==> config.mk <==
export PLATFORM = sky130hd
export DESIGN_NAME = fb_wb_port
export DESIGN_NICKNAME = d
export VERILOG_FILES = /design/src/fb_pkg.sv /design/src/fb_wb_port.sv
export SDC_FILE = /design/constraint.sdc
export NUM_CORES = 1
export LEC_CHECK = 0
export BUFFER_PORTS_ARGS = -buffer_cell sky130_fd_sc_hd__buf_2
export CAP_MARGIN = 40
export CELL_PAD_IN_SITES_DETAIL_PLACEMENT = 1
export CELL_PAD_IN_SITES_GLOBAL_PLACEMENT = 1
export CORE_MARGIN = 10
export CORE_UTILIZATION = 19
export CTS_CLUSTER_SIZE = 40
export DETAILED_ROUTE_END_ITERATION = 8
export HOLD_SLACK_MARGIN = 0.1
export MAX_ROUTING_LAYER = met4
export PLACE_DENSITY_LB_ADDON = 0.1
export SYNTH_ARGS = -nofsm -noshare
export SYNTH_HDL_FRONTEND = slang
export SYNTH_SLANG_ARGS = --single-unit
==> constraint.sdc <==
create_clock -name clk_pix -period 1.4 [get_ports clk_pix]
set_clock_uncertainty 0.1 [all_clocks]
set_input_delay 0.14 -clock clk_pix [delete_from_list [all_inputs] [get_ports clk_pix]]
set_output_delay 0.14 -clock clk_pix [all_outputs]
set_load 0.02 [all_outputs]
==> src/fb_pkg.sv <==
// framebuffer package
// geometry, 720p timing defaults, pixel and address types, drawer states

`default_nettype none

package fb_pkg;

    // framebuffer geometry
    localparam int fb_width  = 160;
    localparam int fb_height = 120;
    localparam int fb_pixels = fb_width * fb_height;

    typedef logic        [14:0] fb_addr_t;  // pixel address into the framebuffer
    typedef logic        [3:0]  pix_t;      // grey pixel
    typedef logic signed [15:0] coord_t;    // screen coordinate, negative in blanking
    typedef logic        [7:0]  colour_t;   // one output colour channel

    localparam pix_t box_colr = 4'hF;  // border colour

    // 1280x720 at 60 Hz
    localparam int h_active_def = 1280;
    localparam int h_fp_def     = 110;
    localparam int h_sync_def   = 40;
    localparam int h_bp_def     = 220;
    localparam int v_active_def = 720;
    localparam int v_fp_def     = 5;
    localparam int v_sync_def   = 5;
    localparam int v_bp_def     = 20;

    // border walk, in drawing order
    typedef enum logic [2:0] {
        IDLE,
        TOP,
        RIGHT,
        LEFT,
        BOTTOM,
        DONE
    } draw_state_t;

endpackage

`default_nettype wire

==> src/fb_wb_port.sv <==
// Wishbone classic slave for host access to the framebuffer
// shares the write port with the box drawer, drawer writes take priority

`timescale 1ns/10ps
`default_nettype none

module fb_wb_port (
    input  wire logic             clk_pix,
    input  wire logic             rst_n,
    input  wire logic             wb_cyc,
    input  wire logic             wb_stb,
    input  wire logic             wb_we,
    input  wire fb_pkg::fb_addr_t wb_adr,
    input  wire fb_pkg::pix_t     wb_dat_w,
    output fb_pkg::pix_t          wb_dat_r,
    output logic                  wb_ack,
    input  wire logic             draw_we,
    input  wire fb_pkg::fb_addr_t draw_addr,
    input  wire fb_pkg::pix_t     draw_colr,
    output logic                  we,
    output fb_pkg::fb_addr_t      waddr,
    output fb_pkg::pix_t          wdata,
    output fb_pkg::fb_addr_t      raddr,
    input  wire fb_pkg::pix_t     rdata
);
    import fb_pkg::*;

    typedef enum logic [1:0] {
        st_idle,     // waiting for a request
        st_wr_wait,  // write accepted, drawer holds the port
        st_rd_wait,  // memory read in flight
        st_ack
    } wb_state_t;

    wb_state_t state;
    logic      req;
    logic      in_range;
    logic      host_wr;
    logic      rd_valid;  // read address was inside the framebuffer

    assign req      = wb_cyc && wb_stb;
    assign in_range = wb_adr < fb_pixels;

    // host write happens in the first free slot of the request
    assign host_wr = req && wb_we && !draw_we && (state == st_idle || state == st_wr_wait);

    always_comb begin
        we    = draw_we || (host_wr && in_range);  // out-of-range writes are dropped
        waddr = draw_we ? draw_addr : wb_adr;
        wdata = draw_we ? draw_colr : wb_dat_w;
        raddr = in_range ? wb_adr : '0;
    end

    assign wb_ack = (state == st_ack);

    always_ff @(posedge clk_pix) begin
        if (!rst_n) begin
            state <= st_idle;
        end else begin
            case (state)
                st_idle:
                    if (req) begin
                        if (!wb_we) state <= st_rd_wait;
                        else if (draw_we) state <= st_wr_wait;
                        else state <= st_ack;
                    end
                st_wr_wait:
                    if (!req) state <= st_idle;  // host gave up
                    else if (!draw_we) state <= st_ack;
                st_rd_wait: state <= st_ack;
                default: state <= st_idle;  // ack lasts one cycle
            endcase
        end
    end

    // read data lands the cycle before ack
    always_ff @(posedge clk_pix) begin
        if (state == st_idle) rd_valid <= in_range;
        if (state == st_rd_wait) wb_dat_r <= rd_valid ? rdata : '0;
    end

endmodule

`default_nettype wire

==> impl_metrics.ini <==
[critical_path]
required_ns = 1.16
r2r_start = state[1]
worst_r2r_endpoint = wb_dat_r[3]
setup.worst_path.start = wb_adr[10]
crit_path_max_incr_delay_ns = 0.30
cp_max_fo = 11
critical_path.cell_chain = buf_6 -> a211o_1 -> o21ai_2 -> buf_6 -> and2_1 -> buf_6
cpMostUsedCell = buf_6
ff2ff_setup_slack_ns = 0.21
worst-r2r-cell-count = 2
crit_path_start_kind = input pin
crit_family = compound AO/OA/AOI/OAI gates
slowest_stage = a211o_1
endpoint_kind = output pin
critical_path_class = in -> out
worstPathArrival_ns = 1.11
crit_buf_inv = 3

[logic_synthesis]
synth_edf_count = 5
synthesis.nets = 113
synth_cell_types = 21
yosysMostFrequentCell = mux2_1
yosys_warnings = 0
synth_largest_area_cell = mux2_1
ys_ff_latch = 7
synthArstFlopShare_pct = 0
synth_commonest_cells = 19 x mux2_1, 17 x and2_1, 5 x edfxtp_1
synth.top_cell.area_share_pct = 33.08
synth_flop_cell = edfxtp_1
synth_area_leaders = mux2_1 33%, edfxtp_1 23%, and2_1 16%, dfxtp_1 6.2%, nor2b_1 1.9%
netlist_area_um2 = 646.9
synth.avg_cell_area_um2 = 9.952
synth-seq-area-share_pct = 29.40
synthCells = 65

[die]
io_pins = 88
die_h_um = 78.35
core_area_um2 = 3311
num_rows = 21
initial_core_util_pct = 19.54
die_width_um = 78.35
die-area_um2 = 6139

[sta]
layout_min_cycle_time_ns = 1.354
timing.final.ws_setup_ns = 0.04586
finalMaxSlewViolations = 0
rsz0062_at_grt = yes
whs_ns = 0.1154
hold_viol_final = 0
timing.setup.tns_ns = 0
finalCritPeriodShare_pct = 96.72
max_slew_margin_pct = 77.72
max_freq_mhz = 738.5
worst_pin_slew_ns = 0.3330
finalSetupViolations = 0

[power_and_ir_drop]
pwr-share-seq_pct = 29.2
finalPower_uw = 853.6
powerDensity_nw_per_um2 = 644.2
pwr-share-comb_pct = 49.2
switching_power_uw = 301.4
power.internal_uw = 552.2
p_clk_share_pct = 21.6
swShare_pct = 35.31
p_leak_uw = 0.0006729
irDropWorstVdd_mv = 0.1741

[clock_tree]
cts.clk_slew.worst_paths_ns = 0.05
cts_buffer_depth = 2
cts_sinks = 7
root_buffer = clkbuf_4
h-tree-depth = 1
cts_made_buffers = 3
cts_tree = done
worstSkewPairLatency_ns = 0.25

[final_layout]
nNetsFinal = 214
multi_input_area_um2 = 427.9
seq_area_um2 = 190.2
n_antenna_cell = 0
drive_gt1_share_pct = 58.79
final_util_pct = 40.02
fillCellCount = 436
area_growth_pct = 104.8

[worst_hold_path]
hp-start = wb_stb
worstHoldPathType = in -> reg
min_to = state[0]
whs_path_depth = 3

[drt]
drtIter0Drc = 35
first_pass_iters = 4
drc_errors = 0
wl_per_cell_um = 14.82
drtAntennaViolNets = 0
wirelength_mm = 3.127
vias = 885
vias_per_cell = 4.194

[outcome]
status = completed

[grt]
antenna_found_initial = 0
grt_max_degree = 12
overflow = 0
grt_pass1_vias = 1058
grt_pass1_wl_mm = 5.002
grt_usage_pct = 10.30

[placed_design]
io_buffers = 87
dp_hpwl_mm = 2.751
place_worst_setup_slack_ns = 0.006838
routabilityCongestion = 0.7269

[run]
maxCapViolations = 0
flip-flops by register name, summed over array words and instances, names as in the netlist:
register and cells:
rd_valid 1, state 2, wb_dat_r 4
per-layer routing:
layer / track usage [%] / part of all wire, % / vias to the layer above / routed length (um)
met5: - / 0 / - / 0
met4: 3.763 / 0.93 / 0 / 29
met3: 3.303 / 11 / 4 / 351
met2: 17.76 / 49 / 53 / 1532
met1: 10.78 / 39 / 398 / 1213
li1: - / - / 430 / -
cells by family (layout without fill, tap and decap cells):
group	after synthesis	after routing	share of synthesized area (%)
simple gates	27	27	24.76
compound gates	7	7	8.319
buf+inv	5	105	4.449
flops	7	7	29.40
mux	19	19	33.08
worst max-delay path by stage:
stage / endpoint / cells past startpoint
after detailed placement: raddr[5] / 6
after global placement: raddr[6] / 6
after floorplan: raddr[10] / 4
after global routing: raddr[5] / 6
after CTS: raddr[2] / 6
final: raddr[5] / 6
cell usage in the layout, fill, tap and decap left out, drive strengths merged:
master	n
a211o	1
a211oi	1
a21oi	1
a31o	1
and2	17
and3	1
buf	93
clkbuf	4
dfxtp	2
dlygate4sd3	6
edfxtp	5
inv	2
mux2	19
nand2	1
nand3b	1
nor2	3
nor2b	2
nor3	1
nor3b	1
o211ai	1
o21a	1
o21ai	1
power groups by stage:
| stage | Clock [uW] | Combinational, uW | Sequential [uW] |
|---|---|---|---|
| 2_1_floorplan | 0 | 199 | 260 |
| 3_3_place_gp | 0 | 377 | 254 |
| 3_5_place_dp | 0 | 379 | 254 |
| 4_1_cts | 193 | 396 | 250 |
| 5_1_grt | 208 | 458 | 253 |
| 6_report | 184 | 420 | 249 |
through the flow:
stage | instances | instance area [um^2]
after floorplan | 65 | 646.9
after global placement | 200 | 1156
after detailed placement | 200 | 1156
after CTS | 210 | 1246
after global routing | 211 | 1325
final | 211 | 1325
repair_timing:
action,CTS,global route
endpoints found under the hold margin,6,0
pin swaps,0,0
resized for setup,1,23
buffers inserted,0,1
endpoints found under the setup margin,2,13
hold buffers,6,0
cell type report:
cell class / instances / share of cell area, %
multi-input cells: 53 / 32.29
repair buffers: 99 / 46.46
well taps: 46 / 4.344
inverters: 2 / 0.5666
flip-flops and latches: 7 / 14.35
clock buffers: 4 / 1.983
worst reg2reg max path: cells and delay by family, from the launching register on:
kind	cells	cell delay (ns)
buf+inv	1	0.09
flops	1	0.39
simple gates	1	0.28
(Power assumes the default switching activity.)
