## src/fb_pkg.sv

```systemverilog
// framebuffer package
// geometry, 720p timing defaults, pixel and address types, drawer states

`default_nettype none

package fb_pkg;

    // framebuffer geometry
    localparam int fb_width  = 160;
    localparam int fb_height = 120;
    localparam int fb_pixels = fb_width * fb_height;

    typedef logic        [14:0] fb_addr_t;  // pixel address into the framebuffer
    typedef logic        [3:0]  pix_t;      // grey pixel
    typedef logic signed [15:0] coord_t;    // screen coordinate, negative in blanking
    typedef logic        [7:0]  colour_t;   // one output colour channel

    localparam pix_t box_colr = 4'hF;  // border colour

    // 1280x720 at 60 Hz
    localparam int h_active_def = 1280;
    localparam int h_fp_def     = 110;
    localparam int h_sync_def   = 40;
    localparam int h_bp_def     = 220;
    localparam int v_active_def = 720;
    localparam int v_fp_def     = 5;
    localparam int v_sync_def   = 5;
    localparam int v_bp_def     = 20;

    // border walk, in drawing order
    typedef enum logic [2:0] {
        IDLE,
        TOP,
        RIGHT,
        LEFT,
        BOTTOM,
        DONE
    } draw_state_t;

endpackage

`default_nettype wire

```

## src/disp_if.sv

```systemverilog
// display raster interface
// screen coordinates, syncs, data enable and frame strobe

`timescale 1ns/10ps
`default_nettype none

interface disp_if;
    import fb_pkg::*;

    coord_t sx;     // horizontal position, 0 at first active pixel
    coord_t sy;     // vertical position
    logic   hsync;  // positive polarity
    logic   vsync;
    logic   de;     // active picture area
    logic   frame;  // one cycle at the start of the total raster

    modport src (
        output sx, sy, hsync, vsync, de, frame
    );

    modport snk (
        input sx, sy, hsync, vsync, de, frame
    );

endinterface

`default_nettype wire

```

## src/box_drawer.sv

```systemverilog
// box drawer
// traces a border around the framebuffer once, starting on the first frame

`timescale 1ns/10ps
`default_nettype none

module box_drawer (
    input  wire logic        clk_pix,
    input  wire logic        rst_n,
    disp_if.snk              disp,
    output logic             draw_we,
    output fb_pkg::fb_addr_t draw_addr,
    output fb_pkg::pix_t     draw_colr
);
    import fb_pkg::*;

    draw_state_t                 state;
    logic [$clog2(fb_width)-1:0] cnt;  // pixels done on the current edge

    assign draw_colr = box_colr;

    always_ff @(posedge clk_pix) begin
        if (!rst_n) begin
            state   <= IDLE;
            draw_we <= 1'b0;
        end else begin
            case (state)
                IDLE:
                    if (disp.frame) begin
                        draw_we   <= 1'b1;
                        draw_addr <= '0;
                        cnt       <= '0;
                        state     <= TOP;
                    end
                TOP:
                    if (cnt < fb_width - 1) begin
                        draw_addr <= draw_addr + 1'b1;
                        cnt       <= cnt + 1'b1;
                    end else begin
                        cnt   <= '0;
                        state <= RIGHT;  // start from the top-right corner
                    end
                RIGHT:
                    if (cnt < fb_height - 1) begin
                        draw_addr <= draw_addr + fb_addr_t'(fb_width);  // next row
                        cnt       <= cnt + 1'b1;
                    end else begin
                        draw_addr <= '0;
                        cnt       <= '0;
                        state     <= LEFT;
                    end
                LEFT:
                    if (cnt < fb_height - 1) begin
                        draw_addr <= draw_addr + fb_addr_t'(fb_width);
                        cnt       <= cnt + 1'b1;
                    end else begin
                        cnt   <= '0;
                        state <= BOTTOM;  // already at bottom-left
                    end
                BOTTOM:
                    if (cnt < fb_width - 1) begin
                        draw_addr <= draw_addr + 1'b1;
                        cnt       <= cnt + 1'b1;
                    end else begin
                        draw_we <= 1'b0;
                        state   <= DONE;
                    end
                default: state <= DONE;  // stays here until reset
            endcase
        end
    end

endmodule

`default_nettype wire

```

## src/flat_wrapper.sv

```systemverilog
// flat-port wrapper written by rule: the top's interface ports become plain ports
module box_drawer_flat import fb_pkg::*;
  (clk_pix, rst_n, draw_we, draw_addr, draw_colr, disp_sx, disp_sy, disp_hsync, disp_vsync, disp_de, disp_frame);
  disp_if disp_i ();
  input  wire logic clk_pix;
  input  wire logic rst_n;
  output logic draw_we;
  output fb_pkg::fb_addr_t draw_addr;
  output fb_pkg::pix_t draw_colr;
  input wire logic [$bits(disp_i.sx)-1:0] disp_sx;
  input wire logic [$bits(disp_i.sy)-1:0] disp_sy;
  input wire logic [$bits(disp_i.hsync)-1:0] disp_hsync;
  input wire logic [$bits(disp_i.vsync)-1:0] disp_vsync;
  input wire logic [$bits(disp_i.de)-1:0] disp_de;
  input wire logic [$bits(disp_i.frame)-1:0] disp_frame;
  assign disp_i.sx = disp_sx;
  assign disp_i.sy = disp_sy;
  assign disp_i.hsync = disp_hsync;
  assign disp_i.vsync = disp_vsync;
  assign disp_i.de = disp_de;
  assign disp_i.frame = disp_frame;
  box_drawer u_core (.clk_pix(clk_pix), .rst_n(rst_n), .disp(disp_i), .draw_we(draw_we), .draw_addr(draw_addr), .draw_colr(draw_colr));
endmodule
```

## config.mk

```make
export PLATFORM = sky130hd
export DESIGN_NAME = box_drawer_flat
export DESIGN_NICKNAME = d
export VERILOG_FILES = /design/src/fb_pkg.sv /design/src/disp_if.sv /design/src/box_drawer.sv /design/src/flat_wrapper.sv
export SDC_FILE = /design/constraint.sdc
export NUM_CORES = 1
export LEC_CHECK = 0
export BUFFER_PORTS_ARGS = -buffer_cell sky130_fd_sc_hd__buf_2
export CAP_MARGIN = 20
export CORE_ASPECT_RATIO = 2
export CORE_UTILIZATION = 51
export DETAILED_ROUTE_END_ITERATION = 16
export PLACE_DENSITY_LB_ADDON = 0.3
export SLEW_MARGIN = 20
export SYNTH_ARGS = -nofsm -noshare
export SYNTH_HDL_FRONTEND = slang
export SYNTH_SLANG_ARGS = --single-unit
```

## constraint.sdc

```tcl
create_clock -name clk_pix -period 2.35 [get_ports clk_pix]
set_input_delay 0.235 -clock clk_pix [delete_from_list [all_inputs] [get_ports clk_pix]]
set_output_delay 0.235 -clock clk_pix [all_outputs]
set_load 0.05 [all_outputs]
```

==> impl_results.md <==
- Dpl cell area: 1930 sq um
- Maxcap violations: 0
- Syn Inst Count: 191
- CTS tree: built
- Fin. max-slew vios: 0
- CTS Buf Count: 3
- Top cell type's share of synthesized area: 37.9%
- Routed length per instance: 15.3 microns
- Post-route DRC: 1
- Final TNS setup: 0 ns
- GRT overflow: 0
- Period utilisation layout: 91.2%
- Pwr dens: 1190 nW/um^2
- GR Util All Layers: 22.4%
- R2r setup slk: 0.21 ns
- Sink Count: 27
- Top post-synthesis cells by area: edfxtp_1, nor2_1, dfxtp_1, nand3_1, xnor2_1
- CP arrival: 2.06 ns
- CP max FO: 8
- Root buf cell: clkbuf_8
- Final hold vios: 0
- Yosys cell types: 55
- Register area share after synthesis: 42.3%
- RSZ-0062 raised after global routing: false
- Worst skew pair latency: 0.27 ns
- Failing checks: DRC
- Register clock-pin slew on the reported worst setup and hold paths: 0.09 ns
- PostCTS Resize Cnt: 0
- Via count: 1551
- Core Box Area: 3420 sq um
- Vias/cell: 6.06
- CP Launch Point: u_core.cnt[0]$_DFFE_PP_
- YS warnings: 0
- Antenna violations before repair: 0
- Design area: 1970 sq um
- Number of global-route vias before repair: 1486
- Share of cells above drive strength 1: 17.8%
- Final wirelength: 3920 microns
- P&R area growth vs syn: 8.38%
- EDFF count, synth: 23
- Largest net degree at the start of global routing: 16
- Row count: 30
- Synth Flop Type: edfxtp_1
- Die height: 86.5 microns
- Initial Util: 53.3%
- Count leader, synth: nor2_1
- Req. time, crit path: 2.27 ns
- Final setup viols: 0
- First-pass GRT wire length: 6560 microns
- #FFs+latches synth: 27
- Post-CTS Setup Repair Bufs: 0
- Drt pass-1 iters: 14
- Outcome: finished, violations left
- Port buffer count: 18
- CTS Hold Bufs: 0
- Lkg Pwr: 0.000676 uW
- Die Span X: 44.3 microns
- Min-delay worst type: primary input to flop
- Hold path start: rst_n
- Syn Area/Cell: 9.54 sq um
- Detailed Route Iter0 Violations: 70
- CP endpoint kind: flop
- Max-slew headroom: 43.3%
- Clock period minus worst slack: 2.14 ns
- N_diodes: 0
- Fill cells: 295
- Top post-synthesis cells by count: nor2_1, edfxtp_1, nand3_1, nand2_1, a21oi_1
- Worst Skew: 0.00169 ns
- Worst Tran Pin Value: 0.850 ns
- CP startpoint kind: flop
- FF-to-FF Start: u_core.cnt[0]$_DFFE_PP_
- Final-stage net count: 250
- Peak VDD IR: 0.000632 V
- Die Footprint: 3830 sq um
- Post-DP HPWL: 2890 microns
- Fmax: 467 MHz
- CTS max path bufs: 2
- H-tree Lvls: 1
- Asr flop ratio synth: 0%
- Worst hold slack: 0.248 ns
- DRT antenna net count: 0
- I/O pin cnt: 58
- Placer Congestion: 0.885
- Syn Std Cell Area: 1820 sq um
- Critical path class: flop to flop
- Cell type with the largest total area after synthesis: edfxtp_1
-- placed cells by master (no fill, tap or decap), drive strengths merged, types with 4 or more instances in the layout --
master,n
edfxtp,23
nand2b,6
nand2,12
nor2,28
buf,20
dfxtp,4
conb,4
nand4,4
xnor2,6
a21oi,11
nor2b,6
xor2,6
o21ai,10
nand3,13
a31oi,6
-- final cells by class --
type | instances | area [sq um] | share of cell area (%)
flip-flops and latches | 27 | 771 | 39.0
well taps | 48 | 60.1 | 3.04
clock buffers | 3 | 41.3 | 2.09
multi-input cells | 154 | 981 | 49.7
repair buffers | 20 | 105 | 5.32
inverters | 3 | 11.3 | 0.570
clock inverters | 1 | 5.00 | 0.253
-- state kept, by name, indices dropped and copies added, names as in the netlist --
register / count
u_core.cnt: 8
u_core.draw_we: 1
u_core.draw_addr: 15
u_core.state: 3
-- kinds of logic after synthesis --
logic type / count (synthesis) / synth area share (%)
AND/OR/NAND/NOR: 82 / 23.7
AO/OA/AOI/OAI: 51 / 20.4
flip-flops: 27 / 42.3
buffers and inverters: 13 / 4.46
XOR/XNOR: 12 / 5.77
adder cells (fa/ha/maj): 3 / 2.06
multiplexers: 2 / 1.10
other: 1 / 0.206
-- layer usage --
metal	track usage [%]	vias up	share of wire (%)
met5	0	-	0
met4	11.3	0	3.4
met3	2.50	13	3.6
met2	40.2	64	54
met1	24.8	735	38
li1	-	739	-
-- worst max-delay path: stages (launching register included) --
cell      delay (ns)
edfxtp_1        0.43
ha_1            0.27
nand4_1         0.17
a21boi_2        0.14
nand2b_1        0.16
a21oi_1         0.61
-- path summary, 6_finish.rpt --
check                                  to  depth (start not counted)
max               u_core.cnt[1]$_DFFE_PP_                          5
min reg2reg   u_core.draw_we$_SDFFE_PN0P_                          2
max reg2reg       u_core.cnt[1]$_DFFE_PP_                          5
min          u_core.state[2]$_SDFFE_PN0P_                          2
-- stage by stage --
stage	instances	power [uW]	setup slack (ns)	utilization, %
floorplan	194	1820	0.233	-
global placement	252	2020	0.277	56.4
detailed placement	252	2070	0.184	56.4
CTS	256	2340	0.186	57.8
global route	256	2480	0.0669	57.8
finish	256	2340	0.207	57.8
-- power breakdown --
part / switching [uW] / internal (uW)
Sequential: 228 / 726
Combinational: 789 / 331
Clock: 151 / 119
Note: power is estimated with default switching activity, not from simulation.
