--- config.mk ---
export PLATFORM = sky130hd
export DESIGN_NAME = display_timing_flat
export DESIGN_NICKNAME = d
export VERILOG_FILES = /design/src/fb_pkg.sv /design/src/disp_if.sv /design/src/display_timing.sv /design/src/flat_wrapper.sv
export SDC_FILE = /design/constraint.sdc
export NUM_CORES = 1
export LEC_CHECK = 0
export ABC_AREA = 0
export BUFFER_PORTS_ARGS = -buffer_cell sky130_fd_sc_hd__buf_4
export CORE_MARGIN = 3
export CORE_UTILIZATION = 50
export CTS_BUF_LIST = sky130_fd_sc_hd__clkbuf_4 sky130_fd_sc_hd__clkbuf_8
export DETAILED_ROUTE_END_ITERATION = 8
export GPL_ROUTABILITY_DRIVEN = 0
export GPL_TIMING_DRIVEN = 0
export PLACE_DENSITY = 0.83
export RECOVER_POWER = 50
export SETUP_SLACK_MARGIN = 0.2
export SKIP_LAST_GASP = 1
export SLEW_MARGIN = 20
export SYNTH_ARGS = -nofsm -noshare
export SYNTH_HDL_FRONTEND = slang
export SYNTH_SLANG_ARGS = --single-unit
--- constraint.sdc ---
create_clock -name clk_pix -period 3.4 [get_ports clk_pix]
set_clock_uncertainty 0.15 [all_clocks]
set_input_delay 1.02 -clock clk_pix [delete_from_list [all_inputs] [get_ports clk_pix]]
set_output_delay 1.02 -clock clk_pix [all_outputs]
set_load 0.02 [all_outputs]
--- src/fb_pkg.sv ---
// framebuffer package
// geometry, 720p timing defaults, pixel and address types, drawer states

`default_nettype none

package fb_pkg;

    // framebuffer geometry
    localparam int fb_width  = 160;
    localparam int fb_height = 120;
    localparam int fb_pixels = fb_width * fb_height;

    typedef logic        [14:0] fb_addr_t;  // pixel address into the framebuffer
    typedef logic        [3:0]  pix_t;      // grey pixel
    typedef logic signed [15:0] coord_t;    // screen coordinate, negative in blanking
    typedef logic        [7:0]  colour_t;   // one output colour channel

    localparam pix_t box_colr = 4'hF;  // border colour

    // 1280x720 at 60 Hz
    localparam int h_active_def = 1280;
    localparam int h_fp_def     = 110;
    localparam int h_sync_def   = 40;
    localparam int h_bp_def     = 220;
    localparam int v_active_def = 720;
    localparam int v_fp_def     = 5;
    localparam int v_sync_def   = 5;
    localparam int v_bp_def     = 20;

    // border walk, in drawing order
    typedef enum logic [2:0] {
        IDLE,
        TOP,
        RIGHT,
        LEFT,
        BOTTOM,
        DONE
    } draw_state_t;

endpackage

`default_nettype wire

--- src/disp_if.sv ---
// display raster interface
// screen coordinates, syncs, data enable and frame strobe

`timescale 1ns/10ps
`default_nettype none

interface disp_if;
    import fb_pkg::*;

    coord_t sx;     // horizontal position, 0 at first active pixel
    coord_t sy;     // vertical position
    logic   hsync;  // positive polarity
    logic   vsync;
    logic   de;     // active picture area
    logic   frame;  // one cycle at the start of the total raster

    modport src (
        output sx, sy, hsync, vsync, de, frame
    );

    modport snk (
        input sx, sy, hsync, vsync, de, frame
    );

endinterface

`default_nettype wire

--- src/display_timing.sv ---
// display timing generator
// counts pixels and lines, decodes syncs, data enable and the frame strobe

`timescale 1ns/10ps
`default_nettype none

module display_timing #(
    parameter int h_active = fb_pkg::h_active_def,
    parameter int h_fp     = fb_pkg::h_fp_def,
    parameter int h_sync   = fb_pkg::h_sync_def,
    parameter int h_bp     = fb_pkg::h_bp_def,
    parameter int v_active = fb_pkg::v_active_def,
    parameter int v_fp     = fb_pkg::v_fp_def,
    parameter int v_sync   = fb_pkg::v_sync_def,
    parameter int v_bp     = fb_pkg::v_bp_def
) (
    input wire logic clk_pix,
    input wire logic rst_n,
    disp_if.src      disp
);
    import fb_pkg::*;

    // blanking comes first, so the counters start negative
    localparam int h_sta  = -(h_fp + h_sync + h_bp);
    localparam int hs_sta = h_sta + h_fp;
    localparam int hs_end = hs_sta + h_sync;
    localparam int ha_end = h_active - 1;
    localparam int v_sta  = -(v_fp + v_sync + v_bp);
    localparam int vs_sta = v_sta + v_fp;
    localparam int vs_end = vs_sta + v_sync;
    localparam int va_end = v_active - 1;

    coord_t sx_nxt;
    coord_t sy_nxt;

    always_comb begin
        sx_nxt = disp.sx + 16'sd1;
        sy_nxt = disp.sy;
        if (disp.sx == ha_end) begin  // end of line
            sx_nxt = coord_t'(h_sta);
            sy_nxt = (disp.sy == va_end) ? coord_t'(v_sta) : disp.sy + 16'sd1;
        end
    end

    // decode from the next position so every output lines up with sx/sy
    always_ff @(posedge clk_pix) begin
        if (!rst_n) begin
            disp.sx    <= coord_t'(h_sta);
            disp.sy    <= coord_t'(v_sta);
            disp.hsync <= 1'b0;
            disp.vsync <= 1'b0;
            disp.de    <= 1'b0;
            disp.frame <= 1'b0;
        end else begin
            disp.sx    <= sx_nxt;
            disp.sy    <= sy_nxt;
            disp.hsync <= (sx_nxt >= hs_sta) && (sx_nxt < hs_end);
            disp.vsync <= (sy_nxt >= vs_sta) && (sy_nxt < vs_end);
            disp.de    <= (sx_nxt >= 0) && (sy_nxt >= 0);
            disp.frame <= (sx_nxt == h_sta) && (sy_nxt == v_sta);  // wrap to top-left
        end
    end

endmodule

`default_nettype wire

--- src/flat_wrapper.sv ---
// flat-port wrapper written by rule: the top's interface ports become plain ports
module display_timing_flat import fb_pkg::*;
#(
    parameter int h_active = fb_pkg::h_active_def,
    parameter int h_fp     = fb_pkg::h_fp_def,
    parameter int h_sync   = fb_pkg::h_sync_def,
    parameter int h_bp     = fb_pkg::h_bp_def,
    parameter int v_active = fb_pkg::v_active_def,
    parameter int v_fp     = fb_pkg::v_fp_def,
    parameter int v_sync   = fb_pkg::v_sync_def,
    parameter int v_bp     = fb_pkg::v_bp_def
)
  (clk_pix, rst_n, disp_sx, disp_sy, disp_hsync, disp_vsync, disp_de, disp_frame);
  disp_if disp_i ();
  input wire logic clk_pix;
  input wire logic rst_n;
  output wire logic [$bits(disp_i.sx)-1:0] disp_sx;
  output wire logic [$bits(disp_i.sy)-1:0] disp_sy;
  output wire logic [$bits(disp_i.hsync)-1:0] disp_hsync;
  output wire logic [$bits(disp_i.vsync)-1:0] disp_vsync;
  output wire logic [$bits(disp_i.de)-1:0] disp_de;
  output wire logic [$bits(disp_i.frame)-1:0] disp_frame;
  assign disp_sx = disp_i.sx;
  assign disp_sy = disp_i.sy;
  assign disp_hsync = disp_i.hsync;
  assign disp_vsync = disp_i.vsync;
  assign disp_de = disp_i.de;
  assign disp_frame = disp_i.frame;
  display_timing #(.h_active(h_active), .h_fp(h_fp), .h_sync(h_sync), .h_bp(h_bp), .v_active(v_active), .v_fp(v_fp), .v_sync(v_sync), .v_bp(v_bp)) u_core (.clk_pix(clk_pix), .rst_n(rst_n), .disp(disp_i));
endmodule
==> results.cfg <==
[final_layout]
fin_nets = 328
mostFrequentLayoutCells = clkbuf_1 (41), dfxtp_1 (36), nand2_1 (32)
finalInstanceArea_um2 = 2550
layout_commonest_cell = clkbuf_1
syn2layout_area_growth_pct = 14.0
antenna_cells = 0
nFillCells = 412
post_route_cells_drive_above_1_share = 0.108

[placement]
placed_cell_area_um2 = 2580
dpl.hpwl_mm = 4.20
io_buffers = 37

[routing]
firstDrtPassIters = 5
via_per_inst = 6.08
drt-total-wl_mm = 5.81
wl_per_cell_um = 15.5
drt_iter0_markers = 316
antenna_left = 0
vias = 2279
drc = 0

[global_route]
overflow = 0
antenna_found_initial = 0
grt_max_degree = 11
track_usage = 0.230
grt_pass1_vias = 1993
grt_pass1_wl_mm = 9.49

[floorplanning]
start_util = 0.540
io_pins = 38
rows = 23
die_h_um = 72.9
die_width_um = 72.9
dieArea_um2 = 5310
core_area_um2 = 4140

[clock_tree]
cts_made_buffers = 5
post_cts_buffers = 0
cts_tree = built
clk_pin_slew_ps = 70
cts_hold_buf = 0
htreeDepth = 2
insertion_delay_ps = 290
clock-sinks = 36
cts-root-buf = clkbuf_8
postCtsResizedCells = 0
clockBufferDepth = 2

[sta]
slew_headroom = 0.514
grt_setup_unrepaired = no
period_needed_ps = 3050
min_period_over_period = 0.897
slew_viol_final = 0
tightestPinTransition_ps = 723
clock.fmax_ghz = 0.328
fin_setup_tns_ps = 0
setup_viol = 0
hold_viol_final = 0

[critical_path]
critPathLaunchType = flop
cp.required_ps = 3490
crit_fanout = 9
critPathKind = reg -> reg
end_kind = flop
cp_data_arrival_time_ps = 3140

[power_and_ir_drop]
power_w = 0.000855
vdd_ir_drop_max_mv = 0.206
powerDensity_nw_per_um2 = 335
p_leak_nw = 0.944

[yosys]
syn-cell-area_um2 = 2240
ys_types = 59
yosysWarnings = 0
syn_avg_cell_area_um2 = 7.99
synth_nets = 284
synth-seq-cells = 36
async_flop_share = 0
synth_ff_type = dfxtp_1
yosysSeqAreaShare = 0.322
synth_cells = 280
synth_edf_count = 0

[run]
max_cap_violations = 0

[outcome]
status = completed

[min_path]
hp-class = reg -> reg
==> state kept, by name, summed over array words and instances (netlist names) <==
signal,flops
u_core.disp.sx,16
u_core.disp.sy,16
u_core.disp.de,1
u_core.disp.frame,1
u_core.disp.hsync,1
u_core.disp.vsync,1
==> power breakdown <==
group | leakage, nW | switching, W | internal (W)
Combinational | 0.599 | 0.0000493 | 0.0000350
Sequential | 0.292 | 0.0000101 | 0.000429
Clock | 0.0523 | 0.000151 | 0.000181
Total | 0.944 | 0.000210 | 0.000645
==> per-stage QoR <==
step	setup slack, ps	utilization	hold slack, ps	std cells
after floorplan	757	-	396	280
after global placement	506	0.622	336	367
after detailed placement	487	0.622	349	367
after CTS	374	0.645	366	375
after global routing	203	0.615	400	375
final	351	0.615	353	375
==> Yosys cell counts (all sizes together), types with 3 or more instances <==
cell type	instances	area (um^2)
nor2b	6	37.5
clkbuf	11	71.3
and2	9	57.6
nand4	10	62.6
nor3	7	35.0
nor4	7	58.8
and2b	3	25.0
inv	4	15.0
and4	7	62.6
xnor2	7	61.3
xor2	8	70.1
nand2	32	120
nand2b	4	25.0
a31oi	5	31.3
nand3	14	70.1
o21ai	23	115
nor2	18	67.6
or3	4	30.0
a21oi	14	70.1
dfxtp	36	721
o22ai	4	31.3
buf	4	35.0
and3	9	58.8
==> area by class of cell <==
class                           instances  area (um^2)  share of cell area
Multi-Input combinational cell        225         1390               0.547
Timing Repair Buffer                   37          154              0.0604
Tap cell                               50         62.6              0.0245
Clock buffer                            8         97.6              0.0383
Sequential cell                        36          721               0.283
Buffer                                 15          106              0.0417
Inverter                                4         15.0             0.00589
==> final timing paths <==
check	slack, ps	depth (start not counted)	end	startpoint
worst max register to register	350	9	u_core.disp.vsync	u_core.disp.sx[0]
worst min register to register	350	1	u_core.disp.sx[0]	u_core.disp.sx[0]
worst max-delay path	350	9	u_core.disp.vsync	u_core.disp.sx[0]
worst min-delay path	350	1	u_core.disp.sx[0]	u_core.disp.sx[0]
==> critical path, cell delays in order (launching register included) <==
cell and delay (ps):
dfxtp_1 430, ha_1 290, and3_1 170, buf_2 190
nand2_1 200, nor3_1 610, o21ai_0 190, a211oi_1 280
and4bb_1 280, o311a_2 200
==> layer usage <==
metal	wire [um]	global-route usage
met1	2760	0.325
met2	2490	0.336
met3	479	0.0579
met4	83	0.0881
met5	0	0
==> kinds of logic (layout without fill, tap and decap cells) <==
family,Yosys count,after routing,share of synthesized area
adders and majority gates,2,2,0.0112
muxes,2,2,0.00895
AOI/OAI and AO/OA,60,60,0.163
buffers and inverters,19,64,0.0543
DFF,36,36,0.322
xor gates and xnor gates,15,15,0.0588
and+or+nand+nor,146,146,0.381
(Power assumes the default switching activity.)
