--- src/fb_pkg.sv ---
// framebuffer package
// geometry, 720p timing defaults, pixel and address types, drawer states

`default_nettype none

package fb_pkg;

    // framebuffer geometry
    localparam int fb_width  = 160;
    localparam int fb_height = 120;
    localparam int fb_pixels = fb_width * fb_height;

    typedef logic        [14:0] fb_addr_t;  // pixel address into the framebuffer
    typedef logic        [3:0]  pix_t;      // grey pixel
    typedef logic signed [15:0] coord_t;    // screen coordinate, negative in blanking
    typedef logic        [7:0]  colour_t;   // one output colour channel

    localparam pix_t box_colr = 4'hF;  // border colour

    // 1280x720 at 60 Hz
    localparam int h_active_def = 1280;
    localparam int h_fp_def     = 110;
    localparam int h_sync_def   = 40;
    localparam int h_bp_def     = 220;
    localparam int v_active_def = 720;
    localparam int v_fp_def     = 5;
    localparam int v_sync_def   = 5;
    localparam int v_bp_def     = 20;

    // border walk, in drawing order
    typedef enum logic [2:0] {
        IDLE,
        TOP,
        RIGHT,
        LEFT,
        BOTTOM,
        DONE
    } draw_state_t;

endpackage

`default_nettype wire

--- src/disp_if.sv ---
// display raster interface
// screen coordinates, syncs, data enable and frame strobe

`timescale 1ns/10ps
`default_nettype none

interface disp_if;
    import fb_pkg::*;

    coord_t sx;     // horizontal position, 0 at first active pixel
    coord_t sy;     // vertical position
    logic   hsync;  // positive polarity
    logic   vsync;
    logic   de;     // active picture area
    logic   frame;  // one cycle at the start of the total raster

    modport src (
        output sx, sy, hsync, vsync, de, frame
    );

    modport snk (
        input sx, sy, hsync, vsync, de, frame
    );

endinterface

`default_nettype wire

--- src/pixel_pipeline.sv ---
// pixel pipeline
// scans the framebuffer with the raster and drives registered RGB and syncs

`timescale 1ns/10ps
`default_nettype none

module pixel_pipeline (
    input  wire logic         clk_pix,
    input  wire logic         rst_n,
    disp_if.snk               disp,
    output fb_pkg::fb_addr_t  raddr,
    input  wire fb_pkg::pix_t rdata,
    output logic              vid_hsync,
    output logic              vid_vsync,
    output logic              vid_de,
    output fb_pkg::colour_t   vid_r,
    output fb_pkg::colour_t   vid_g,
    output fb_pkg::colour_t   vid_b
);
    import fb_pkg::*;

    logic    paint;  // raster is inside the framebuffer area
    logic    paint_p1;
    logic    hsync_p1;
    logic    vsync_p1;
    logic    de_p1;
    colour_t grey;

    assign paint = (disp.sx >= 0) && (disp.sx < fb_width) &&
                   (disp.sy >= 0) && (disp.sy < fb_height);

    always_ff @(posedge clk_pix) begin
        if (!rst_n) raddr <= '0;
        else if (disp.frame) raddr <= '0;  // back to the top-left pixel
        else if (paint) raddr <= raddr + 1'b1;
    end

    // match the one cycle memory read
    always_ff @(posedge clk_pix) begin
        if (!rst_n) begin
            paint_p1 <= 1'b0;
            hsync_p1 <= 1'b0;
            vsync_p1 <= 1'b0;
            de_p1    <= 1'b0;
        end else begin
            paint_p1 <= paint;
            hsync_p1 <= disp.hsync;
            vsync_p1 <= disp.vsync;
            de_p1    <= disp.de;
        end
    end

    assign grey = paint_p1 ? {rdata, rdata} : 8'h00;  // 4 bits stretched to full range

    always_ff @(posedge clk_pix) begin
        if (!rst_n) begin
            vid_hsync <= 1'b0;
            vid_vsync <= 1'b0;
            vid_de    <= 1'b0;
            vid_r     <= '0;
            vid_g     <= '0;
            vid_b     <= '0;
        end else begin
            vid_hsync <= hsync_p1;
            vid_vsync <= vsync_p1;
            vid_de    <= de_p1;
            vid_r     <= grey;
            vid_g     <= grey;
            vid_b     <= grey;
        end
    end

endmodule

`default_nettype wire

--- src/flat_wrapper.sv ---
// flat-port wrapper written by rule: the top's interface ports become plain ports
module pixel_pipeline_flat import fb_pkg::*;
  (clk_pix, rst_n, raddr, rdata, vid_hsync, vid_vsync, vid_de, vid_r, vid_g, vid_b, disp_sx, disp_sy, disp_hsync, disp_vsync, disp_de, disp_frame);
  disp_if disp_i ();
  input  wire logic clk_pix;
  input  wire logic rst_n;
  output fb_pkg::fb_addr_t raddr;
  input  wire fb_pkg::pix_t rdata;
  output logic vid_hsync;
  output logic vid_vsync;
  output logic vid_de;
  output fb_pkg::colour_t vid_r;
  output fb_pkg::colour_t vid_g;
  output fb_pkg::colour_t vid_b;
  input wire logic [$bits(disp_i.sx)-1:0] disp_sx;
  input wire logic [$bits(disp_i.sy)-1:0] disp_sy;
  input wire logic [$bits(disp_i.hsync)-1:0] disp_hsync;
  input wire logic [$bits(disp_i.vsync)-1:0] disp_vsync;
  input wire logic [$bits(disp_i.de)-1:0] disp_de;
  input wire logic [$bits(disp_i.frame)-1:0] disp_frame;
  assign disp_i.sx = disp_sx;
  assign disp_i.sy = disp_sy;
  assign disp_i.hsync = disp_hsync;
  assign disp_i.vsync = disp_vsync;
  assign disp_i.de = disp_de;
  assign disp_i.frame = disp_frame;
  pixel_pipeline u_core (.clk_pix(clk_pix), .rst_n(rst_n), .disp(disp_i), .raddr(raddr), .rdata(rdata), .vid_hsync(vid_hsync), .vid_vsync(vid_vsync), .vid_de(vid_de), .vid_r(vid_r), .vid_g(vid_g), .vid_b(vid_b));
endmodule
--- config.mk ---
export PLATFORM = sky130hd
export DESIGN_NAME = pixel_pipeline_flat
export DESIGN_NICKNAME = d
export VERILOG_FILES = /design/src/fb_pkg.sv /design/src/disp_if.sv /design/src/pixel_pipeline.sv /design/src/flat_wrapper.sv
export SDC_FILE = /design/constraint.sdc
export NUM_CORES = 1
export LEC_CHECK = 0
export BUFFER_PORTS_ARGS = -buffer_cell sky130_fd_sc_hd__buf_2
export CORE_MARGIN = 1.5
export CORE_UTILIZATION = 41
export DETAILED_ROUTE_END_ITERATION = 10
export PLACE_DENSITY = 0.8
export SYNTH_ARGS = -nofsm -noshare
export SYNTH_HDL_FRONTEND = slang
export SYNTH_SLANG_ARGS = --single-unit
--- constraint.sdc ---
create_clock -name clk_pix -period 4 [get_ports clk_pix]
set_input_delay 0.4 -clock clk_pix [delete_from_list [all_inputs] [get_ports clk_pix]]
set_output_delay 0.4 -clock clk_pix [all_outputs]
set_load 0.02 [all_outputs]
==> results of run 1 <==
==> stage by stage <==
step	instances	setup slack (ns)	hold WS [ns]	cell area, sq um	util [%]
finish	221	2.332	0.2868	1490	53.58
global route	221	2.196	0.2763	1490	53.58
CTS	221	2.325	0.2762	1490	53.58
detailed placement	218	1.983	0.4191	1468	52.77
global placement	218	2.054	0.4128	1468	52.77
floorplan	135	2.301	0.4119	1215	-
==> power groups by stage <==
stage | logic (uW) | registers (uW) | clock network [uW]
finish | 26.7 | 262 | 106
global route | 29.9 | 263 | 120
CTS | 27.2 | 262 | 111
detailed placement | 27.2 | 268 | 0
global placement | 26.2 | 268 | 0
floorplan | 7.06 | 270 | 0
==> area by class of cell <==
cell class | instances | area [sq um] | area share [%]
clock buffers | 3 | 22.52 | 1.511
multi-input cells | 84 | 525.5 | 35.26
repair buffers | 75 | 375.4 | 25.19
well taps | 31 | 38.79 | 2.603
flip-flops and latches | 26 | 520.5 | 34.93
inverters | 2 | 7.507 | 0.5038
==> flip-flops by register name, indices dropped and copies added (netlist names) <==
signal            cells
u_core.de_p1          1
u_core.vid_r          4
u_core.vid_de         1
u_core.vid_hsync      1
u_core.vsync_p1       1
u_core.vid_vsync      1
u_core.paint_p1       1
u_core.hsync_p1       1
u_core.raddr         15
==> cells in the mapped netlist <==
master,instances,area [sq um]
nor4_1,8,50.05
a21oi_1,3,15.01
and3_2,2,15.01
xnor2_1,9,78.83
o21a_1,1,7.510
nand2b_1,1,6.260
o31ai_1,1,7.510
xor2_1,2,17.52
and2_1,7,43.79
nand3_1,8,40.04
or4_1,1,7.510
nor3_1,2,10.01
nand2_1,6,22.52
nor2_1,13,48.80
o21ai_0,2,10.01
clkbuf_1,3,11.26
and4_4,1,11.26
or3_1,1,6.260
nor4_2,2,25.02
dfxtp_1,26,520.5
ha_1,1,12.51
buf_4,20,150.1
inv_1,2,7.510
o21ba_2,1,10.01
and4_1,2,17.52
nand2_2,1,6.260
nand4_1,5,31.28
and3_1,4,25.02
==> worst min-delay path by stage <==
stage	cells past startpoint	from	to
2_1_floorplan	1	u_core.de_p1	u_core.vid_de
3_3_place_gp	1	u_core.de_p1	u_core.vid_de
3_5_place_dp	1	u_core.vsync_p1	u_core.vid_vsync
4_1_cts	2	disp_vsync	u_core.vsync_p1
5_1_grt	2	disp_de	u_core.de_p1
6_report	2	disp_vsync	u_core.vsync_p1
==> cells by family after synthesis <==
group,after synthesis,share of synthesized area (%)
simple gates,64,30.18
flops,26,42.84
buf+inv,25,13.90
xor+xnor,11,7.931
compound gates,8,4.120
fa+ha+maj,1,1.030
==> critical path, cell delays in order <==
cell     delay (ns)
buf_2          0.10
nor4_2         0.30
nand4_1        0.35
nor4_1         0.48
xnor2_1        0.18
nor2_1         0.05
==> layer usage <==
layer  part of all wire (%)  track usage, %
met1                     43           17.46
met5                      0               0
met4                    2.0           6.977
met3                    6.0           2.268
met2                     49           26.62
==> placed cells by master (no fill, tap or decap), drive strengths merged <==
cell / n
inv: 2
and2: 7
clkbuf: 3
nor3: 2
o21a: 1
or3: 1
nor4: 10
ha: 1
nand2b: 1
nand4: 5
xor2: 2
o21ba: 1
buf: 75
xnor2: 9
nand2: 7
a21oi: 3
nand3: 8
o31ai: 1
and3: 6
dfxtp: 26
nor2: 13
or4: 1
and4: 3
o21ai: 2
==> impl_results.md, run 1 <==
- GR Overflow Total: 0
- Crit Reg-Reg Endpoint: u_core.raddr[10]
- Hold Fails Final Rpt: 0
- GRT Overall Usage: 14.97%
- Combinational fraction of design power: a little under 7%
- Postcts setup bufs: 0
- Die W: between 50 and 60 microns
- DRT antenna net count: 0
- Initial Utilization: 43.68%
- Die Ht: 57.44 microns
- Clk pwr share: 26.8%
- Worst-path fanout max: 8
- Crit path DAT: 1.87 ns
- Seq/Total Area, Yosys: 42.84%
- Share of cells above drive strength 1: 44.74%
- Syn nets: 178
- Vias in the first global route: 942
- Final wirelength: 2386 microns
- Final setup viols: 0
- Inserted Diodes: 0
- Buffers on Ports: 75
- Minimum clock period: 1.668 ns
- CTS Buf Count: 3
- Post-Synthesis Cells: 135
- Area delta synth->final: 22.66%
- Drt pass-1 iters: 4
- Total Neg Setup Slack: 0 ns
- Core Area: 2781 sq um
- Crit Path Class: in -> reg
- Slew HR: 62.48%
- Fin crit share: between 40% and 50%
- Clk root buf: clkbuf_4
- Post-synthesis cell area: 1215 sq um
- Via count: 1096
- Unrepaired setup endpoints after global routing: false
- Number of H-tree levels: 1
- P_leak: roughly 0.00072 uW
- Total Power: 394.7 uW
- Final slew viol count: 0
- Yosys reg bits: 26
- Syn_area_per_cell: 8.999 sq um
- Psw: 82.86 uW
- Ports: 84
- # Max-Cap Violations: 0
- Fmax: 0.5995 GHz
- Startpoint Class: input port
- Hold_buf cts: 0
- Sink Count: 26
- Cts repair resizes: 0
- Row count: 19
- Initial antenna violation count: 0
- Synthesis Warnings: 0
- Reg clk slew, reported paths: 0.13 ns
- Status: finished, final reports clean
- Switching share of total power: 20.99%
- Worst R2R Setup Slack: 2.43 ns
- Layout Skew: 0.005416 ns
- Skew-Pair Late Insertion Delay: 0.31 ns
- Cell Int Power: 311.8 uW
- Worst path required time: 4.20 ns
- Routed WL per cell: 10.80 microns
- First-pass GRT wire length: 3877 microns
- Peak supply drop: 163.2 uV
- Reg power frac: 66.4%
- Worst Max-Slew Pin Slew: 0.5628 ns
- Worst min path class: in -> reg
- Gpl congestion: 0.7928
- Critical Path Sink Type: flip-flop
- Reg2Reg Depth: 4
- Total die area: 3299 sq um
- Yosys cell types: 28
- # fillers: approximately 280
- PD cells: 264.8 nW/um^2
- Final Net Count: 235
- Residual DRC: 0
- Largest net degree at the start of global routing: 16
- TritonCTS clock tree: yes
- Worst R2R Start: u_core.raddr[4]
- Crit path launch: disp_sx[14]
- Vias per inst: just under 5
- Worst setup endpoint: u_core.raddr[6]
- 1st-iter DRT viols: 16
- Clock Path Buffers: 2
(Power assumes the default switching activity.)
==> run 2, diff against run 1 <==
--- a/config.mk
+++ b/config.mk
@@ -5,11 +5,12 @@
 export SDC_FILE = /design/constraint.sdc
 export NUM_CORES = 1
 export LEC_CHECK = 0
+export ABC_AREA = 1
 export BUFFER_PORTS_ARGS = -buffer_cell sky130_fd_sc_hd__buf_2
 export CORE_MARGIN = 1.5
-export CORE_UTILIZATION = 41
+export CORE_UTILIZATION = 39
 export DETAILED_ROUTE_END_ITERATION = 10
-export PLACE_DENSITY = 0.8
+export PLACE_DENSITY = 0.75
 export SYNTH_ARGS = -nofsm -noshare
 export SYNTH_HDL_FRONTEND = slang
 export SYNTH_SLANG_ARGS = --single-unit
==> constraint.sdc (replaced) <==
create_clock -name clk_pix -period 1.4 [get_ports clk_pix]
set_input_delay 0.14 -clock clk_pix [delete_from_list [all_inputs] [get_ports clk_pix]]
set_output_delay 0.14 -clock clk_pix [all_outputs]
set_load 0.02 [all_outputs]
==> run 2 against run 1 <==
Effect of this change: routed wire length grew 29%; critical path depth is the same; total power grew to 3.7 times the previous value; synthesized area grew 20%; first-iteration DRC count grew to 2.6 times the previous value; setup slack lost 2.2 ns; synthesized cell count grew 62%; non-clock buffer count grew 5; clock-buffer cell count is the same; clock power grew to 5.9 times the previous value; utilization shrank 2.4 points; largest power group unchanged.
==> impl_results.md, run 2 <==
- Status: finished, final reports clean
- Worst-path fanout max: 6
- Cell Chain, Critical Path: nand2_1, nor2_1, nand4_1, nand2_1, nand2_1, a21oi_1
- Hold Fails Final Rpt: 0
- Routed WL per cell: 9.423 microns
- First-pass GRT wire length: 4767 microns
- Core Area: 3633 sq um
- Synthesis Warnings: 0
- Reg area: 526.8 sq um
- Worst path required time: 1.60 ns
- Layout Skew: ~0.0052 ns
- Gpl congestion: 0.8069
- Share of cells above drive strength 1: between 30% and 40%
- Initial Utilization: between 40% and 50%
- Total Power: 1463 uW
- Die Ht: about 64 microns
- Worst Max-Slew Pin Slew: 0.3052 ns
- Post-synth top area cell: dfxtp_1
- Top flop regs: u_core.raddr x15, u_core.vid_r x4
- TritonCTS clock tree: yes
- Worst path max stage delay: 0.45 ns
- GRT Overall Usage: approximately 14%
- Synth async-reset ratio: 0%
- Crit path top cell by count: nand2_1
- Die W: 64.19 microns
- Dpl hpwl: 2317 microns
- Fmax: 0.7898 GHz
- Number of H-tree levels: 1
- Synth top cells by count: 58 x nand2_1, 29 x nor2_1, 26 x dfxtp_1
- Drt pass-1 iters: 5
- Crit path DAT: 1.46 ns
- 1st-iter DRT viols: 42
- Clk root buf: clkbuf_8
- Peak supply drop: 343.5 uV
- Post-synthesis cell area: 1460 sq um
- Vias per inst: 4.567
- Slew HR: 79.53%
- Post-route insts no fill: 326
- Postcts setup bufs: 0
- Initial antenna violation count: 0
- Worst min path class: in -> reg
- Seq/Total Area, Yosys: a little over a third
- Top cells by area, synth: dfxtp_1 36%, nand2_1 15%, buf_4 10%
- Inserted Diodes: 0
- Reg clk slew, reported paths: 0.09 ns
- Worst path slowest cell: dfxtp_1
- Yosys reg bits: 26
- Primary FF master, synth: dfxtp_1
- Fin Hold WS: slightly below 0.05 ns
- Commonest non-fill, non-tap cell in the layout: buf_2
- P_leak: ~0.00092 uW
- PD cells: 786.4 nW/um^2
- Area delta synth->final: 27.42%
- CP top delay family: simple AND/OR/NAND/NOR gates
- Syn nets: 262
- Setup ws final: 0.1338 ns
- Final wirelength: 3072 microns
- Minimum clock period: around 1.3 ns
- Sink Count: 26
- Skew-Pair Late Insertion Delay: 0.27 ns
- Largest net degree at the start of global routing: 21
- Syn_area_per_cell: 6.667 sq um
- Total Neg Setup Slack: 0 ns
- Pre-CTS setup slack: 0.08912 ns
- Row count: 22
- CTS Buf Count: 3
- Most numerous cell in the Yosys netlist: nand2_1
- Yosys cell types: 22
- Buffers on Ports: between 70 and 80
- Startpoint Class: flip-flop
- Area of the multi-input gates: 690.7 sq um
- Post-Synthesis Cells: 219
- Reg with most FFs: u_core.raddr
- DRT antenna net count: 0
- Final slew viol count: 0
- Final Net Count: between 300 and 400
- Commonest cells after routing, fill and taps aside: 75 x buf_2, 57 x nand2_1, 29 x nor2_1
- # fillers: ~380
- Clock Path Buffers: 2
- Dpl cells: 322
- Max FFs per register: 15
- Area share of the largest cell type after synthesis: 35.65%
- Unrepaired setup endpoints after global routing: false
- Total die area: 4120 sq um
- Post-synth EDFFs: 0
- Crit Path Class: reg -> reg
- Critical Path Sink Type: flip-flop
- Vias in the first global route: 1143
- # Max-Cap Violations: 0
- Via count: 1489
- GR Overflow Total: 0
- Final setup viols: 0
- Ports: 84
- Residual DRC: 0
- Bufs and invs on worst path: 0
- Fin crit share: 90.44%
==> run 2: worst register-to-register path, stage by stage, from the launching register on <==
cell and delay (ns):
dfxtp_1 0.45, nand2_1 0.10, nor2_1 0.26, nand4_1 0.13, nand2_1 0.08, nand2_1 0.05, a21oi_1 0.12
==> run 2: worst paths after layout <==
check / slack [ns] / end / from / depth (start not counted)
worst max-delay path: 0.13 / u_core.raddr[14] / u_core.raddr[8] / 6
worst min-delay path: 0.05 / u_core.vsync_p1 / disp_vsync / 3
worst max register to register: 0.13 / u_core.raddr[14] / u_core.raddr[8] / 6
worst min register to register: 0.42 / u_core.vid_de / u_core.de_p1 / 2
==> run 2: area by class of cell <==
cell class	count	area share, %
Clock buffer	3	2.219
Multi-Input combinational cell	145	37.12
Tap cell	48	3.228
Sequential cell	26	28.31
Inverter	23	4.640
Clock inverter	1	1.614
Timing Repair Buffer	80	22.86
==> run 2: metal layers <==
layer  up-vias  global-route usage (%)  part of all wire [%]
met1       655                   18.65                    43
met2        44                   24.74                    51
met3         2                  0.7042                   4.7
met4         0                   6.383                  0.98
met5         -                       0                     0
li1        788                       -                     -
==> run 2: logic make-up (layout without fill, tap and decap cells) <==
group / Yosys count / in the layout / share of synthesized area, %
and+or+nand+nor: 117 / 117 / 34.96
buffers and inverters: 48 / 107 / 18.77
DFF: 26 / 26 / 35.65
AOI/OAI and AO/OA: 25 / 25 / 8.569
xor gates and xnor gates: 2 / 2 / 1.200
adders and majority gates: 1 / 1 / 0.8568
==> run 2: repair_timing <==
item | in CTS | in global routing
endpoints found under the setup margin | 0 | 5
hold buffers | 0 | 0
gates resized for setup | 0 | 7
==> run 2: power by group <==
part | total, uW | internal, uW | switching [uW]
registers | 747 | 745 | 1.70
clock network | 623 | 382 | 241
logic | 93.3 | 48.8 | 44.4
==> run 2: stage by stage <==
stage,cell area [sq um],util [%]
finish,1861,51.21
global route,1861,51.21
CTS,1832,50.41
detailed placement,1760,48.45
global placement,1760,48.45
floorplan,1463,-
